### src/rv_isa_pkg.sv
package rv_isa_pkg;

    // register file index width, 32 integer registers
    localparam int REG_W = 5;

    // x0 reads as zero and ignores writes
    localparam logic [REG_W-1:0] REG_ZERO = '0;

    // decoded instruction class as the ID stage reports it
    // four bits to match the decoder's class field
    typedef enum logic [3:0] {
        // empty slot or explicit nop
        IR_NOP    = 4'h0,
        // register-register arithmetic and logic
        IR_ALU    = 4'h1,
        // register-immediate arithmetic and logic
        IR_IMM    = 4'h2,
        // lb, lh, lw, lbu, lhu
        IR_LOAD   = 4'h3,
        // sb, sh, sw
        IR_STORE  = 4'h4,
        // conditional branches, reads rs1 and rs2
        IR_BRANCH = 4'h5,
        // jal and jalr, writes the link register
        IR_JUMP   = 4'h6,
        // lui and auipc, no register sources
        IR_LUI    = 4'h7
    } ir_type_t;

    // loads deliver data one stage later than ALU results
    // which is the root of the load-use hazard
    // stores read rs2 only as write data, so that operand
    // is needed later than rs1, the address base

endpackage

### src/hazard_pkg.sv
package hazard_pkg;

    import rv_isa_pkg::*;

    // bypass source for one ID operand
    typedef enum logic [1:0] {
        // no newer producer in flight, read the register file
        FWD_RF        = 2'd0,
        // ALU result of the instruction now in EX
        FWD_EX        = 2'd1,
        // result of the instruction now in MEM
        FWD_MEM       = 2'd2,
        // store data picked up from the load's MEM stage next cycle
        FWD_LOAD_LATE = 2'd3
    } fwd_sel_t;

    // shadow record of one pipeline stage
    // EX and MEM carry the same fields here, a wider MEM record
    // can extend this struct and reuse stage_reg as is
    typedef struct packed {
        logic             valid;
        logic [REG_W-1:0] rd;
        logic             wr_reg_n;
        ir_type_t         ir_type;
    } stage_t;

    // empty stage, never matches and never writes
    localparam stage_t BUBBLE = '{
        valid:    1'b0,
        rd:       REG_ZERO,
        wr_reg_n: 1'b1,
        ir_type:  IR_NOP
    };

endpackage

### src/stage_if.sv
`timescale 1ns/1ps

// view of one pipeline stage's write-back fields
interface stage_if;

    import rv_isa_pkg::*;

    // stage holds a live instruction
    logic             valid;
    // destination register index
    logic [REG_W-1:0] rd;
    // active low, instruction writes rd
    logic             wr_reg_n;
    // class of the instruction, used to spot loads
    ir_type_t         ir_type;

    // driven by the stage register side of the top
    modport producer (
        output valid,
        output rd,
        output wr_reg_n,
        output ir_type
    );

    // hazard logic only looks at the stage
    modport observer (
        input valid,
        input rd,
        input wr_reg_n,
        input ir_type
    );

endinterface

### src/stage_reg.sv
`timescale 1ns/1ps

// one pipeline stage register
// loads the incoming record each cycle, or a bubble on request
module stage_reg #(
    parameter type payload_t = hazard_pkg::stage_t
) (
    input  logic     clk,
    input  logic     rst_n,
    // replace the incoming record with bubble_val this edge
    input  logic     bubble,
    // record from the stage before
    input  payload_t d,
    // empty-stage value, also the reset value
    input  payload_t bubble_val,
    // record held by this stage
    output payload_t q
);

    // next-state select
    payload_t q_next;

    always_comb begin
        // a stalled consumer stays in ID, so the stage after it
        // must see an empty slot instead of a copy
        if (bubble) begin
            q_next = bubble_val;
        end else begin
            q_next = d;
        end
    end

    // bubble_val is a constant at every instance, so the reset
    // value folds to fixed set and clear bits
    always_ff @(posedge clk or negedge rst_n) begin
        if (!rst_n) begin
            q <= bubble_val;
        end else begin
            q <= q_next;
        end
    end

    // whole record moves together, there is no partial update
    // and no enable besides the bubble request

    // q feeds both the next stage and the hazard logic
    // the top copies it onto the stage interface

endmodule

### src/stall_detector.sv
`timescale 1ns/1ps

// load-use stall decision for the instruction in ID
module stall_detector (
    input  logic                         id_valid,
    input  rv_isa_pkg::ir_type_t         id_ir_type,
    input  logic [rv_isa_pkg::REG_W-1:0] rs1,
    input  logic [rv_isa_pkg::REG_W-1:0] rs2,
    stage_if.observer                    ex,
    output logic                         stall
);

    import rv_isa_pkg::*;

    // EX will write a register
    logic ex_writes;
    // class checks
    logic ex_is_load;
    logic id_is_store;
    // source matches the EX destination
    logic rs1_updated;
    logic rs2_updated;
    // same, but x0 never counts
    logic rs1_hit;
    logic rs2_hit;

    assign ex_writes   = ex.valid && !ex.wr_reg_n;
    assign ex_is_load  = (ex.ir_type == IR_LOAD);
    assign id_is_store = (id_ir_type == IR_STORE);

    assign rs1_updated = ex_writes && (rs1 == ex.rd);
    assign rs2_updated = ex_writes && (rs2 == ex.rd);

    // a load targeting x0 writes nothing a consumer can see
    assign rs1_hit = rs1_updated && (rs1 != REG_ZERO);
    assign rs2_hit = rs2_updated && (rs2 != REG_ZERO);

    always_comb begin
        if (!id_valid || (!rs1_updated && !rs2_updated)) begin
            // empty ID slot or no dependency on EX
            stall = 1'b0;
        end else if (ex_is_load && id_is_store) begin
            // store data (rs2) can take the load result late from MEM,
            // the address base (rs1) is needed in EX and cannot
            stall = rs1_hit;
        end else if (ex_is_load) begin
            // any other consumer needs the value in EX
            stall = rs1_hit || rs2_hit;
        end else begin
            // ALU producers in EX are covered by the bypass network
            stall = 1'b0;
        end
    end

endmodule

### src/forward_unit.sv
`timescale 1ns/1ps

// bypass source per ID operand
module forward_unit (
    input  logic                         id_valid,
    input  rv_isa_pkg::ir_type_t         id_ir_type,
    input  logic [rv_isa_pkg::REG_W-1:0] rs1,
    input  logic [rv_isa_pkg::REG_W-1:0] rs2,
    stage_if.observer                    ex,
    stage_if.observer                    mem,
    output hazard_pkg::fwd_sel_t         fwd_rs1_sel,
    output hazard_pkg::fwd_sel_t         fwd_rs2_sel
);

    import rv_isa_pkg::*;
    import hazard_pkg::*;

    // stage write enables
    logic ex_wr;
    logic mem_wr;
    logic ex_load;
    logic id_store;
    // operand is worth bypassing at all
    logic rs1_live;
    logic rs2_live;

    // priority pick for one operand
    function automatic fwd_sel_t pick_src(
        input logic live,
        input logic ex_hit,
        input logic mem_hit,
        input logic ex_is_load,
        input logic late_ok
    );
        fwd_sel_t sel;
        sel = FWD_RF;
        if (live && ex_hit) begin
            // EX is the newest producer, it shadows MEM
            if (!ex_is_load) begin
                sel = FWD_EX;
            end else if (late_ok) begin
                sel = FWD_LOAD_LATE;
            end
            // load feeding any other operand leaves FWD_RF, stall covers it
        end else if (live && mem_hit) begin
            sel = FWD_MEM;
        end
        return sel;
    endfunction

    assign ex_wr    = ex.valid && !ex.wr_reg_n;
    assign mem_wr   = mem.valid && !mem.wr_reg_n;
    assign ex_load  = (ex.ir_type == IR_LOAD);
    assign id_store = (id_ir_type == IR_STORE);

    // x0 always reads zero, and an empty ID slot needs nothing
    assign rs1_live = id_valid && (rs1 != REG_ZERO);
    assign rs2_live = id_valid && (rs2 != REG_ZERO);

    // only store data may wait for the late load path
    assign fwd_rs1_sel = pick_src(rs1_live, ex_wr && (ex.rd == rs1),
                                  mem_wr && (mem.rd == rs1), ex_load, 1'b0);
    assign fwd_rs2_sel = pick_src(rs2_live, ex_wr && (ex.rd == rs2),
                                  mem_wr && (mem.rd == rs2), ex_load, id_store);

endmodule

### src/hazard_top.sv
`timescale 1ns/1ps

// hazard control for the five-stage integer pipeline
module hazard_top (
    input  logic                         clk,
    input  logic                         rst_n,
    // decoded fields of the instruction in ID
    input  logic                         id_valid,
    input  rv_isa_pkg::ir_type_t         id_ir_type,
    input  logic [rv_isa_pkg::REG_W-1:0] id_rs1,
    input  logic [rv_isa_pkg::REG_W-1:0] id_rs2,
    input  logic [rv_isa_pkg::REG_W-1:0] id_rd,
    input  logic                         id_wr_reg_n,
    // hold ID and insert a bubble into EX
    output logic                         stall,
    output hazard_pkg::fwd_sel_t         fwd_rs1_sel,
    output hazard_pkg::fwd_sel_t         fwd_rs2_sel
);

    import hazard_pkg::*;

    // ID record, EX and MEM shadow records
    stage_t id_rec;
    stage_t ex_q;
    stage_t mem_q;

    stage_if ex_bus ();
    stage_if mem_bus ();

    // pack the ID fields as the EX stage will hold them
    assign id_rec = '{
        valid:    id_valid,
        rd:       id_rd,
        wr_reg_n: id_wr_reg_n,
        ir_type:  id_ir_type
    };

    // EX register takes a bubble while ID is stalled
    stage_reg #(.payload_t(stage_t)) ex_reg (
        .clk(clk), .rst_n(rst_n), .bubble(stall),
        .d(id_rec), .bubble_val(BUBBLE), .q(ex_q)
    );

    // MEM just follows EX, nothing stalls it here
    stage_reg #(.payload_t(stage_t)) mem_reg (
        .clk(clk), .rst_n(rst_n), .bubble(1'b0),
        .d(ex_q), .bubble_val(BUBBLE), .q(mem_q)
    );

    // stage registers are the producers of both buses
    assign ex_bus.valid     = ex_q.valid;
    assign ex_bus.rd        = ex_q.rd;
    assign ex_bus.wr_reg_n  = ex_q.wr_reg_n;
    assign ex_bus.ir_type   = ex_q.ir_type;
    assign mem_bus.valid    = mem_q.valid;
    assign mem_bus.rd       = mem_q.rd;
    assign mem_bus.wr_reg_n = mem_q.wr_reg_n;
    assign mem_bus.ir_type  = mem_q.ir_type;

    stall_detector stall_det (
        .id_valid(id_valid), .id_ir_type(id_ir_type),
        .rs1(id_rs1), .rs2(id_rs2), .ex(ex_bus.observer), .stall(stall)
    );

    forward_unit fwd_unit (
        .id_valid(id_valid), .id_ir_type(id_ir_type),
        .rs1(id_rs1), .rs2(id_rs2),
        .ex(ex_bus.observer), .mem(mem_bus.observer),
        .fwd_rs1_sel(fwd_rs1_sel), .fwd_rs2_sel(fwd_rs2_sel)
    );

endmodule

### config.mk
export PLATFORM = sky130hd
export DESIGN_NAME = hazard_top
export DESIGN_NICKNAME = d
export VERILOG_FILES = /design/src/rv_isa_pkg.sv /design/src/hazard_pkg.sv /design/src/stage_if.sv /design/src/stage_reg.sv /design/src/stall_detector.sv /design/src/forward_unit.sv /design/src/hazard_top.sv
export SDC_FILE = /design/constraint.sdc
export NUM_CORES = 1
export LEC_CHECK = 0
export BUFFER_PORTS_ARGS = -buffer_cell sky130_fd_sc_hd__buf_2
export CAP_MARGIN = 0
export CELL_PAD_IN_SITES_DETAIL_PLACEMENT = 0
export CELL_PAD_IN_SITES_GLOBAL_PLACEMENT = 1
export CORE_ASPECT_RATIO = 0.7
export CORE_MARGIN = 8
export CORE_UTILIZATION = 35
export CTS_CLUSTER_DIAMETER = 30
export CTS_CLUSTER_SIZE = 10
export DETAILED_ROUTE_END_ITERATION = 10
export PLACE_DENSITY = 0.72
export SETUP_SLACK_MARGIN = 0.02
export SYNTH_ARGS = -nofsm -noshare
export SYNTH_HDL_FRONTEND = slang
export SYNTH_SLANG_ARGS = --single-unit
### constraint.sdc
create_clock -name clk -period 1.5 [get_ports clk]
set_input_delay 0.075 -clock clk [delete_from_list [all_inputs] [get_ports clk]]
set_output_delay 0.075 -clock clk [all_outputs]
set_load 0.05 [all_outputs]
==> results_dict.tcl <==
set metrics [dict create \
    crit_required_ps 1420 \
    start_util 0.353 \
    mostFrequentLayoutCells "buf_2 (22), buf_4 (21), dfrtp_1 (15)" \
    violations "setup timing" \
    fin_skew_ps 5.65 \
    ys.flop_type "dfrtp_1" \
    rsz0062_at_grt "true" \
    final_util 0.558 \
    synth_compound_area_frac 0.0550 \
    synth_fa_ha_area_frac 0 \
    rr_worst_depth 7 \
    worst_slew_pin_slew_ps 367 \
    max_slew_margin 0.755 \
    cts_tree "built" \
    finalWorstPathRequiredPeriod_ps 1810 \
    worst_slack_ps -310 \
    startpoint_type "flop" \
    grt_pass1_vias 895 \
    met3WireLength_um 139 \
    min_path_type "primary input to flop" \
    track_usage 0.114 \
    grt_pass1_wl_um 4200 \
    ant_nets 0 \
    h-tree-depth 1 \
    status "finished, violations left" \
    grt_start_max_net_pins 19 \
    switchingPower_uw 266 \
    final_common_cell "buf_2" \
    cap_violations 0 \
    grt_overflow 0 \
    crit_fanout 2 \
    io_buffers 27 \
    vias 831 \
    slew_viol_final 0 \
    pwr-share-comb 0.202 \
    die-area_um2 4680 \
    hpwl_um 2230 \
    finalCritPeriodShare 1.21 \
    routedWlPerCell_um 15.5 \
    antenna_found_initial 0 \
    die_width_um 78.4 \
    total_power_mw 1.08 \
    synth_seq_cells 18 \
    place_area_um2 1340 \
    routed_wl_um 2670 \
    highest_layer "met4" \
    drtIter0Drc 13 \
    rows 16 \
    p_seq_frac 0.493 \
    p_leak_nw 0.625 \
    synth_top_family_by_area "simple AND/OR/NAND/NOR gates" \
    nets 160 \
    wl_met2_um 1310 \
    cts_made_buffers 3 \
    syn_area_um2 955 \
    viasPerCell 4.83 \
    fin_area_um2 1510 \
    drt_first_pass_iters 4 \
    clockBufferDepth 2 \
    synth-simple-area-share 0.275 \
    avgSynthCellArea_um2 11.5 \
    final_layout_size_suffix_gt1_frac 0.559 \
    diodes 0 \
    synth.distinct_cells 29 \
    hold_depth 2 \
    met1Wirelength_um 1190 \
    synth_nets 106 \
    cts_root_buffer "clkbuf_8" \
    ios 28 \
    endpoint_kind "output pin" \
    ys_seq_area_frac 0.474 \
    hold_viol_final 0 \
    synthCells 83 \
    fmax_ghz 0.552 \
    drc 0 \
    peakVddDrop_mv 0.577 \
    core_area_um2 2700 \
    cts_sinks 18 \
    syn_to_final_growth_pct 58.1 \
    yosys.area_share.xor_xnor 0.183 \
    p_int_uw 815 \
    path_class "flop to output pin" \
    fin_tns_setup_ps -2200 \
    setup_viol_count_final 16 \
    crit_arrival_ps 1740 \
    gp_congestion 0.887 \
    yosys_warnings 0 \
    clkTransAtPathRegs_ps 70 \
    powerDensity_nw_per_um2 716 \
    die_h_um 59.7 \
    dp_worst_setup_slack_ps -220 \
    synth_edf_count 0 \
    synthMuxAreaShare 0 \
    async_flop_share 1.00 \
    switching_share 0.246 \
    clk_latency_ps 240 \
    p_clk_frac 0.305 \
]
==> kinds of logic (layout without fill, tap and decap cells) <==
logic type | count (synthesis) | count (layout)
xor gates and xnor gates | 20 | 20
AOI/OAI and AO/OA | 6 | 6
and+or+nand+nor | 38 | 38
DFF | 18 | 18
buffers and inverters | 1 | 54
==> cell usage after synthesis, types with 2 or more instances <==
master   instances  area share
nor2b_1          2       0.013
dfrtp_1         16        0.42
or3_1            2       0.013
nor4_1           4       0.026
xor2_1           4       0.037
nor2_1           2      0.0079
nor3b_1          9       0.071
nand4_1          3       0.020
nand2_1          5       0.020
dfstp_2          2       0.055
xnor2_1         16        0.15
==> layer usage <==
| layer | GRT usage | vias to the layer above |
|---|---|---|
| li1 | - | 406 |
| met1 | 0.151 | 395 |
| met2 | 0.179 | 26 |
| met3 | 0.0285 | 4 |
| met4 | 0.0315 | 0 |
| met5 | 0 | - |
==> what timing repair did <==
item | 4_1_cts | 5_1_grt
endpoints found under the setup margin | 16 | 16
hold endpoints to repair | 16 | 0
gates cloned | 0 | 0
buffers inserted | 0 | 2
hold buffers | 1 | 0
gates resized for setup | 18 | 6
pin swaps | 5 | 7
==> power groups by stage <==
stage	clock network (mW)	logic, mW	registers, mW
final	0.329	0.218	0.533
after global routing	0.361	0.237	0.536
after CTS	0.335	0.207	0.533
after detailed placement	0	0.195	0.541
after global placement	0	0.188	0.540
after floorplan	0	0.0958	0.534
==> stage by stage <==
step                      instances  hold WS (ps)
after floorplan                  83          -221
final                           172          24.5
after global placement          165          8.15
after detailed placement        165          13.0
after global routing            172          20.0
after CTS                       170          21.2
==> worst paths after layout <==
path                                    from        endpoint  slack (ps)
max in group asynchronous              rst_n    mem_reg.q[4]         910
min in group asynchronous              rst_n     ex_reg.q[5]         280
worst max register to register   ex_reg.q[9]     ex_reg.q[8]         -90
worst max-delay path            mem_reg.q[5]  fwd_rs2_sel[1]        -310
worst min register to register   ex_reg.q[4]    mem_reg.q[4]         370
worst min-delay path             id_wr_reg_n     ex_reg.q[4]          20
==> final cells by class <==
cell class / count / area (um^2)
fillers: 257 / 1190
multi-input cells: 64 / 616
flip-flops and latches: 18 / 454
repair buffers: 50 / 349
clock buffers: 4 / 45.0
well taps: 36 / 45.0
==> registers in the layout, indices dropped and copies added, names as in the netlist <==
name	count
mem_reg.q	7
ex_reg.q	11
==> worst max-delay path: stages, from the launching register on <==
cell	delay (ps)
dfrtp_1	410
xor2_1	150
nor4_1	350
o2111ai_2	210
a21oi_4	200
buf_6	170
Note: power is estimated with default switching activity, not from simulation.
